### config.mk
export PLATFORM = sky130hd
export DESIGN_NAME = mc_queue
export DESIGN_NICKNAME = d
export VERILOG_FILES = /design/src/hw/mc_queue.sv
export SDC_FILE = /design/constraint.sdc
export NUM_CORES = 1
export LEC_CHECK = 0
export ABC_AREA = 1
export BUFFER_PORTS_ARGS = -buffer_cell sky130_fd_sc_hd__buf_2
export CAP_MARGIN = 20
export CORE_UTILIZATION = 25
export DETAILED_ROUTE_END_ITERATION = 6
export PLACE_DENSITY = 0.41
export SYNTH_ARGS = -nofsm -noshare
export SYNTH_HDL_FRONTEND = slang
export SYNTH_SLANG_ARGS = --single-unit
### constraint.sdc
create_clock -name core_ref_clk -period 2 [get_ports core_ref_clk]
set_clock_uncertainty 0.2 [all_clocks]
set_input_delay 0.4 -clock core_ref_clk [delete_from_list [all_inputs] [get_ports core_ref_clk]]
set_output_delay 0.4 -clock core_ref_clk [all_outputs]
set_load 0.02 [all_outputs]
### src/hw/mc_queue.sv
`default_nettype none

module mc_queue #(
  parameter type payload_t = logic [7:0],
  parameter int  DEPTH     = 2
) (
  input  wire                         core_ref_clk,
  input  wire                         sys_rst_n,
  input  wire payload_t               push_data,
  input  wire                         push_val,
  output logic                        push_rdy,
  output payload_t                    pop_data,
  output logic                        pop_val,
  input  wire                         pop_rdy,
  output logic [$clog2(DEPTH+1)-1:0]  free_slots
);

  localparam int PTR_W = (DEPTH > 1) ? $clog2(DEPTH) : 1;
  localparam int CNT_W = $clog2(DEPTH + 1);

  payload_t         slots [DEPTH];
  logic [PTR_W-1:0] wr_ptr;
  logic [PTR_W-1:0] rd_ptr;
  logic [CNT_W-1:0] count;
  logic             push_fire;
  logic             pop_fire;

  assign push_rdy   = (count != CNT_W'(DEPTH));  // full drops ready
  assign pop_val    = (count != '0);
  assign pop_data   = slots[rd_ptr];
  assign free_slots = CNT_W'(DEPTH) - count;       // credits for the controller
  assign push_fire  = push_val & push_rdy;
  assign pop_fire   = pop_val & pop_rdy;

  always_ff @(posedge core_ref_clk) begin
    if (push_fire) begin
      slots[wr_ptr] <= push_data;
    end
  end

  always_ff @(posedge core_ref_clk) begin
    if (!sys_rst_n) begin
      wr_ptr <= '0;
      rd_ptr <= '0;
      count  <= '0;
    end else begin
      if (push_fire) begin
        wr_ptr <= (wr_ptr == PTR_W'(DEPTH - 1)) ? '0 : wr_ptr + 1'b1;
      end
      if (pop_fire) begin
        rd_ptr <= (rd_ptr == PTR_W'(DEPTH - 1)) ? '0 : rd_ptr + 1'b1;
      end
      case ({push_fire, pop_fire})
        2'b10:   count <= count + 1'b1;
        2'b01:   count <= count - 1'b1;
        default: count <= count;  // both or neither
      endcase
    end
  end

endmodule

`default_nettype wire

==> results_dict.tcl, run 1 <==
set metrics [dict create \
    place_ws_ns 0.185 \
    grt_pass1_wl_mm 2.05 \
    ys_types 12 \
    post_cts_buffers 0 \
    worstPathRequired_ns 1.40 \
    multi_input_comb_area_um2 250 \
    drv_cap 0 \
    yosys_warnings 0 \
    crit_arrival_ns 1.28 \
    h-tree-depth 1 \
    yosysTopAreaCell "edfxtp_1" \
    core_area_mm2 0.00336 \
    status "finished, final reports clean" \
    fillers 379 \
    vias 534 \
    grt_overflow 0 \
    worstHoldStart "push_data[4]" \
    wl_mm 1.35 \
    rsz0062_at_grt "no" \
    peakVddDrop_mv 0.428 \
    r2r_cells 10 \
    r2r-end "count[1]" \
    grt_max_degree 13 \
    setup.worst_path.start_class "flip-flop" \
    clk_pin_slew_ns 0.11 \
    min_period_over_period 0.942 \
    drt_iter0_drc 12 \
    start_util 0.262 \
    dp_hpwl_mm 1.00 \
    drt_pass1_iterations 2 \
    criticalPathCategory "reg -> out" \
    setup_slack_ns 0.117 \
    maxSlewHeadroom 0.894 \
    synth.area.top_cells "edfxtp_1, mux2_4, dfxtp_1" \
    antenna_found_initial 0 \
    die_h_um 61.4 \
    report.final.hold_viol_count 0 \
    min_path_cells 1 \
    period_needed_ns 1.88 \
    grt_pass1_vias 479 \
    r2r_start "count[0]" \
    drive_gt1_frac 0.430 \
    clk_latency_ns 0.29 \
    netlist_area_um2 881 \
    die_area_mm2 0.00377 \
    worstPathMaxFanout 8 \
    root_buffer "clkbuf_4" \
    finalMaxSlewViolations 0 \
    synth_seq_area_share 0.659 \
    route.detailed.drc 0 \
    avgSynthCellArea_um2 13.6 \
    power.density_mw_per_mm2 1070 \
    endpoint_kind "output port" \
    cts_tree "yes" \
    via_per_inst 3.84 \
    p_leak_nw 0.470 \
    grt_usage 0.0780 \
    synthCells 65 \
    synth_seq_cells 21 \
    whs_endpoint "slots[1][4]" \
    r2r_setup_slack_ns 0.23 \
    postPlaceCellArea_mm2 0.00106 \
    cts_sinks 21 \
    wire_per_inst_um 9.72 \
    antenna_left 0 \
    stdcell_area_mm2 0.00109 \
    setup_violations 0 \
    clockBufferDepth 2 \
    io_buffers 23 \
    tightest_slew_ns 0.158 \
    num_antenna_cells 0 \
    synthToLayoutAreaGrowth_pct 23.6 \
    max_freq_ghz 0.531 \
    gp_congestion 0.623 \
    syn_nets 80 \
    netlist.area_leader.share 0.545 \
    row_count 21 \
    io_pins 24 \
    hp-class "in -> reg" \
    cts_buffers 3 \
    nets 109 \
    postLayoutCoreUtil 0.324 \
    die_w_um 61.4 \
    regArea_um2 582 \
    fin_tns_setup_ns 0 \
]
where the power goes:
part / internal [W] / switching (W) / total (W)
logic: 0.000170 / 0.000235 / 0.000406
registers: 0.000536 / 0.0000274 / 0.000563
clock network: 0.0000745 / 0.000122 / 0.000196
total: 0.000781 / 0.000384 / 0.00116
metrics by stage:
stage | hold slack [ns] | cells | power, W
global placement | 0.268 | 135 | 0.000979
global route | 0.0605 | 139 | 0.00125
CTS | 0.0687 | 139 | 0.00118
floorplan | 0.259 | 65 | 0.000873
finish | 0.0837 | 139 | 0.00116
detailed placement | 0.284 | 135 | 0.000981
layer usage:
layer	up-vias	wire [um]	GRT usage
li1	275	-	-
met4	0	0	0.0190
met2	20	648	0.130
met3	0	97	0.0399
met1	239	605	0.0891
met5	-	0	0
how the worst max path moves through the flow:
stage          cells after the start       from  slack, ns            end
2_1_floorplan                      5   count[0]       0.10    slots[0][0]
3_3_place_gp                      10   count[0]       0.23       count[1]
3_5_place_dp                       9   count[0]       0.18       count[1]
4_1_cts                            4   count[0]       0.07  free_slots[1]
5_1_grt                            3  flip-flop       0.04    pop_data[6]
6_report                           3  flip-flop       0.12    pop_data[6]
state kept, by name, summed over array words and instances (netlist names), named ones only:
register and cells:
wr_ptr 1, count 2, slots 16, rd_ptr 1
worst max-delay path: stages (launching register included):
cell and delay (ns):
dfxtp_1 0.32, buf_4 0.20, mux2_4 0.31, buf_2 0.16
layout by cell type, fill, tap and decap left out:
cell / count
inv_1: 9
dfxtp_1: 4
o21ai_0: 2
clkbuf_4: 3
a21oi_1: 2
mux2_4: 8
ha_1: 3
buf_4: 3
edfxtp_1: 16
nor2_1: 9
nand2_1: 7
nand4_1: 1
clkinv_2: 1
buf_2: 23
dfxtp_2: 1
nor2_2: 1
timing repair:
| action | in CTS | in global routing |
|---|---|---|
| setup endpoints to repair | 0 | 2 |
| gates resized for setup | 0 | 2 |
| hold buffers | 0 | 0 |
layout make-up:
class / count / share of cell area
sequential: 21 / 0.534
multi-input combinational: 33 / 0.230
timing repair buffer: 26 / 0.126
tap: 46 / 0.0529
inverter: 9 / 0.0310
clock buffer: 3 / 0.0207
clock inverter: 1 / 0.00460
synthesized netlist by cell type:
cell type / n
edfxtp_1: 16
nor2_1: 10
inv_1: 9
mux2_4: 8
nand2_1: 7
dfxtp_1: 5
ha_1: 3
a21oi_1: 2
o21ai_0: 2
buf_4: 1
buf_6: 1
nand4_1: 1
cells by family after synthesis:
logic type | after synthesis | share of synthesized area
AND/OR/NAND/NOR | 18 | 0.0796
multiplexers | 8 | 0.136
flip-flops | 21 | 0.659
adder cells (fa/ha/maj) | 3 | 0.0426
buffers and inverters | 11 | 0.0597
AO/OA/AOI/OAI | 4 | 0.0227
Power figures use the tool's default switching activity.
==> run 2, diff against run 1 <==
==> constraint.sdc (replaced) <==
create_clock -name core_ref_clk -period 2 [get_ports core_ref_clk]
set_clock_uncertainty 0.2 [all_clocks]
set_input_delay 0.2 -clock core_ref_clk [delete_from_list [all_inputs] [get_ports core_ref_clk]]
set_output_delay 0.2 -clock core_ref_clk [all_outputs]
set_load 0.02 [all_outputs]
==> run 2 against run 1 <==
Net effect: fmax rose by 2.1%; cell count rose by 5.8%; total power rose by 0.29%; combinational power fell by 3%; critical path depth fell by 1; first-iteration DRC count fell by 17%; sequential share of layout area fell by 3.6 points; wire length rose by 4.0%; clock-buffer cell count did not move; critical path type unchanged; highest routed layer is now met4.
==> results_dict.tcl, run 2 (synthesis results as in run 1) <==
set metrics [dict create \
    status "finished, final reports clean" \
    path_cells "mux2_4 -> buf_2" \
    crit_end "pop_data[0]" \
    max_freq_ghz 0.542 \
    die_area_mm2 0.00377 \
    die_h_um 61.4 \
    worstPathMaxFanout 8 \
    drv_cap 0 \
    min_period_over_period 0.922 \
    peakVddDrop_mv 0.332 \
    grt_max_degree 13 \
    row_count 21 \
    setup.worst_path.start_class "flip-flop" \
    critPathSlowestCell "dfxtp_1" \
    grt_pass1_wl_mm 2.07 \
    power.density_mw_per_mm2 997 \
    r2r-end "count[1]" \
    cts_buffers 3 \
    setup_slack_ns 0.155 \
    root_buffer "clkbuf_4" \
    route.detailed.drc 0 \
    grt_overflow 0 \
    met1Wirelength_um 642 \
    criticalPathCategory "reg -> out" \
    wl_mm 1.41 \
    r2r_setup_slack_ns 0.22 \
    endpoint_kind "output port" \
    clk_pin_slew_ns 0.11 \
    largest_reg_flops 16 \
    cpPeakStageDelay_ns 0.66 \
    largest-register "slots" \
    via_per_inst 3.90 \
    place_ws_ns 0.160 \
    clockBufferDepth 2 \
    period_needed_ns 1.84 \
    top_layer_used "met4" \
    io_pins 24 \
    start_util 0.262 \
    final_cell_mix "buf_2, edfxtp_1, nor2_1" \
    fillers 363 \
    nets 117 \
    wl_met3_um 97 \
    r2r_cells 10 \
    worstPathRequired_ns 1.60 \
    num_antenna_cells 0 \
    r2r_start "count[0]" \
    drt_pass1_iterations 2 \
    vias 573 \
    synthToLayoutAreaGrowth_pct 33.0 \
    antenna_left 0 \
    multi_input_comb_area_um2 248 \
    reg_top3 "slots: 16 flops, count: 2 flops" \
    drive_gt1_frac 0.376 \
    die_w_um 61.4 \
    tightest_slew_ns 0.512 \
    fin_tns_setup_ns 0 \
    setup_violations 0 \
    grt_usage 0.0810 \
    clk_latency_ns 0.29 \
    grt_pass1_vias 506 \
    crit_arrival_ns 1.44 \
    core_area_mm2 0.00336 \
    gp_congestion 0.627 \
    hp-class "in -> reg" \
    dr_wl_met2_um 648 \
    finalMaxSlewViolations 0 \
    wire_per_inst_um 9.56 \
    report.final.hold_viol_count 0 \
    regArea_um2 584 \
    cts_tree "yes" \
    dp_hpwl_mm 1.01 \
    antenna_found_initial 0 \
    post_cts_buffers 0 \
    h-tree-depth 1 \
    drt_iter0_drc 10 \
    postPlaceCellArea_mm2 0.00105 \
    stdcell_area_mm2 0.00117 \
    rsz0062_at_grt "no" \
    p_leak_nw 0.503 \
    maxSlewHeadroom 0.658 \
    cts_sinks 21 \
    layout_commonest_cell "buf_2" \
    io_buffers 23 \
]
run 2: changes by cell type in the layout (fill, tap and decap cells not counted), sizes merged:
cell | before | now
buf | 26 | 25
dlygate4sd3 | 0 | 9
run 2: routing by layer:
| metal | GRT usage | vias to the layer above |
|---|---|---|
| li1 | - | 290 |
| met2 | 0.130 | 17 |
| met3 | 0.0273 | 2 |
| met5 | 0 | - |
| met4 | 0.0476 | 0 |
| met1 | 0.0940 | 264 |
run 2: stage by stage:
stage / cells / utilization / hold slack [ns] / power (W)
floorplan: 65 / - / 0.0989 / 0.000873
global placement: 134 / 0.312 / 0.189 / 0.000974
detailed placement: 134 / 0.312 / 0.191 / 0.000977
CTS: 147 / 0.347 / 0.0574 / 0.00119
global route: 147 / 0.348 / 0.0750 / 0.00125
finish: 147 / 0.348 / 0.0713 / 0.00117
run 2: critical path, delay by kind of cell (launching register included):
family / cells / cell delay (ns)
flops: 1 / 0.66
mux: 1 / 0.34
buf+inv: 1 / 0.16
run 2: cell type report:
class / count / area share
clock buffers: 3 / 0.0192
clock inverters: 1 / 0.00427
inverters: 9 / 0.0288
multi-input cells: 33 / 0.212
flip-flops and latches: 21 / 0.499
well taps: 46 / 0.0491
repair buffers: 34 / 0.188
run 2: worst min path at each step:
stage / startpoint / end / depth (start not counted) / slack (ns)
finish: push_val / wr_ptr / 3 / 0.07
global route: push_val / wr_ptr / 3 / 0.07
CTS: push_val / wr_ptr / 3 / 0.06
detailed placement: push_data[3] / slots[1][3] / 1 / 0.19
global placement: push_data[4] / slots[0][4] / 1 / 0.19
floorplan: push_data[0] / slots[0][0] / 0 / 0.1
run 2: power breakdown:
part | switching, W | internal (W)
clock network | 0.000118 | 0.0000743
logic | 0.000218 | 0.000175
registers | 0.0000452 | 0.000538
run 2: repair_timing:
action                                  4_1_cts  5_1_grt
gates resized for setup                       0        2
endpoints found under the setup margin        0        2
endpoints found under the hold margin        21        0
hold buffers                                  9        0
==> run 3, diff against run 2 <==
--- a/config.mk
+++ b/config.mk
@@ -6,11 +6,11 @@
 export NUM_CORES = 1
 export LEC_CHECK = 0
 export ABC_AREA = 1
-export BUFFER_PORTS_ARGS = -buffer_cell sky130_fd_sc_hd__buf_2
 export CAP_MARGIN = 20
 export CORE_UTILIZATION = 25
 export DETAILED_ROUTE_END_ITERATION = 6
-export PLACE_DENSITY = 0.41
+export DONT_BUFFER_PORTS = 1
+export PLACE_DENSITY = 0.35
 export SYNTH_ARGS = -nofsm -noshare
 export SYNTH_HDL_FRONTEND = slang
 export SYNTH_SLANG_ARGS = --single-unit
==> constraint.sdc (replaced) <==
create_clock -name core_ref_clk -period 1.96 [get_ports core_ref_clk]
set_clock_uncertainty 0.2 [all_clocks]
set_input_delay 0.196 -clock core_ref_clk [delete_from_list [all_inputs] [get_ports core_ref_clk]]
set_output_delay 0.196 -clock core_ref_clk [all_outputs]
set_load 0.02 [all_outputs]
==> run 3 against run 2 <==
Net effect: die area is the same; clock-buffer cell count is 1 higher; cell area down 6.0%; flip-flop and latch count unchanged; first-iteration DRC count decreased by 10%; via count decreased by 13%; wire length shrank 2.6%; total power down 1.3%; core utilization shrank 2.1 points; combinational power is 5.9% lower; critical endpoint is now pop_data[5].
==> results_dict.tcl, run 3 (synthesis results as in run 1) <==
set metrics [dict create \
    worstPathMaxFanout 8 \
    endpoint_kind "output port" \
    p_leak_nw 0.438 \
    reg_top3 "slots: 16 flops, count: 2 flops" \
    setup_slack_ns 0.220 \
    row_count 21 \
    crit_arrival_ns 1.34 \
    peakVddDrop_mv 0.365 \
    clk_latency_ns 0.29 \
    max_freq_ghz 0.575 \
    num_antenna_cells 0 \
    die_w_um 61.4 \
    maxSlewHeadroom 0.656 \
    dp.cells 115 \
    finalMaxSlewViolations 0 \
    grt_usage 0.0804 \
    largest-register "slots" \
    grt_overflow 0 \
    via_per_inst 3.85 \
    setup_violations 0 \
    h-tree-depth 1 \
    tightest_slew_ns 0.516 \
    place_ws_ns 0.249 \
    gp_congestion 0.715 \
    grt_pass1_vias 490 \
    path_cells "mux2_4" \
    worst-path-buf-inv 0 \
    layout_commonest_cell "edfxtp_1" \
    min_period_over_period 0.888 \
    die_area_mm2 0.00377 \
    switchingPower_w 0.000376 \
    swShare 0.326 \
    route.detailed.drc 0 \
    comb_power_share 0.321 \
    critPathSlowestCell "dfxtp_1" \
    report.final.hold_viol_count 0 \
    cts_buffers 3 \
    cts_sinks 21 \
    path_delay_family "flip-flops" \
    drt_pass1_iterations 4 \
    final_cell_mix "edfxtp_1, dlygate4sd3_1, nor2_1" \
    antenna_left 0 \
    period_needed_ns 1.74 \
    antenna_found_initial 0 \
    core_area_mm2 0.00336 \
    holdBufCountCts 11 \
    nets 100 \
    wire_per_inst_um 10.5 \
    wl_mm 1.37 \
    largest_reg_flops 16 \
    grt_pass1_wl_mm 2.06 \
    hp-class "reg -> reg" \
    postPlaceCellArea_um2 965 \
    rsz0062_at_grt "no" \
    grt_max_degree 12 \
    synthToLayoutAreaGrowth_pct 25.0 \
    fillers 369 \
    clockBufferDepth 2 \
    seqPwrFrac 0.507 \
    fin_tns_setup_ns 0 \
    io_pins 24 \
    stdcell_area_mm2 0.00110 \
    r2r_setup_slack_ns 0.24 \
    pwr-share-clk 0.172 \
    io_buffers 0 \
    drv_cap 0 \
    start_util 0.262 \
    root_buffer "clkbuf_4" \
    drt_iter0_drc 9 \
    intPower_w 0.000777 \
    die_h_um 61.4 \
    clk_pin_slew_ns 0.11 \
    criticalPathCategory "reg -> out" \
    dp_hpwl_um 996 \
    vias 501 \
    drive_gt1_frac 0.202 \
    worstPathRequired_ns 1.56 \
    setup.worst_path.start_class "flip-flop" \
    fin_cells 130 \
    power.density_mw_per_mm2 1050 \
    power.total_w 0.00115 \
    ctsResizeCount 0 \
    cts_tree "yes" \
    post_cts_buffers 0 \
    cpPeakStageDelay_ns 0.66 \
    status "finished, final reports clean" \
]
-- run 3: cell count changes in the layout (fill, tap and decap cells not counted), sizes merged --
cell and change:
buf -19, clkinv -1, clkbuf +1, dlygate4sd3 +2
-- run 3: final cells by class --
type	count	area, um2	share of cell area
clock buffer	4	26.3	0.0239
inverter	9	33.8	0.0307
multi-input combinational	33	248	0.225
sequential	21	581	0.527
tap	46	57.6	0.0523
timing repair buffer	17	155	0.141
-- run 3: final timing paths --
| path | start | to | depth (start not counted) |
|---|---|---|---|
| min reg2reg | wr_ptr | wr_ptr | 2 |
| max | flip-flop | pop_data[5] | 1 |
| max reg2reg | count[0] | count[1] | 10 |
| min | wr_ptr | wr_ptr | 2 |
-- run 3: per-stage QoR --
step	util	hold slack, ns
floorplan	-	0.0949
global placement	0.287	0.0950
detailed placement	0.287	0.0950
CTS	0.327	0.297
global route	0.327	0.336
finish	0.327	0.291
-- run 3: power groups by stage --
stage / sequential [W] / clock (W) / combinational, W
after floorplan: 0.000578 / 0 / 0.000313
after global placement: 0.000597 / 0 / 0.000357
after detailed placement: 0.000597 / 0 / 0.000356
after CTS: 0.000587 / 0.000208 / 0.000377
after global routing: 0.000593 / 0.000236 / 0.000411
final: 0.000584 / 0.000198 / 0.000370
-- run 3: layer usage --
metal,global-route usage,part of all wire,up-vias
li1,-,-,255
met1,0.0817,0.43,230
met2,0.143,0.50,14
met3,0.0273,0.056,2
met4,0.0476,0.014,0
met5,0,0,-
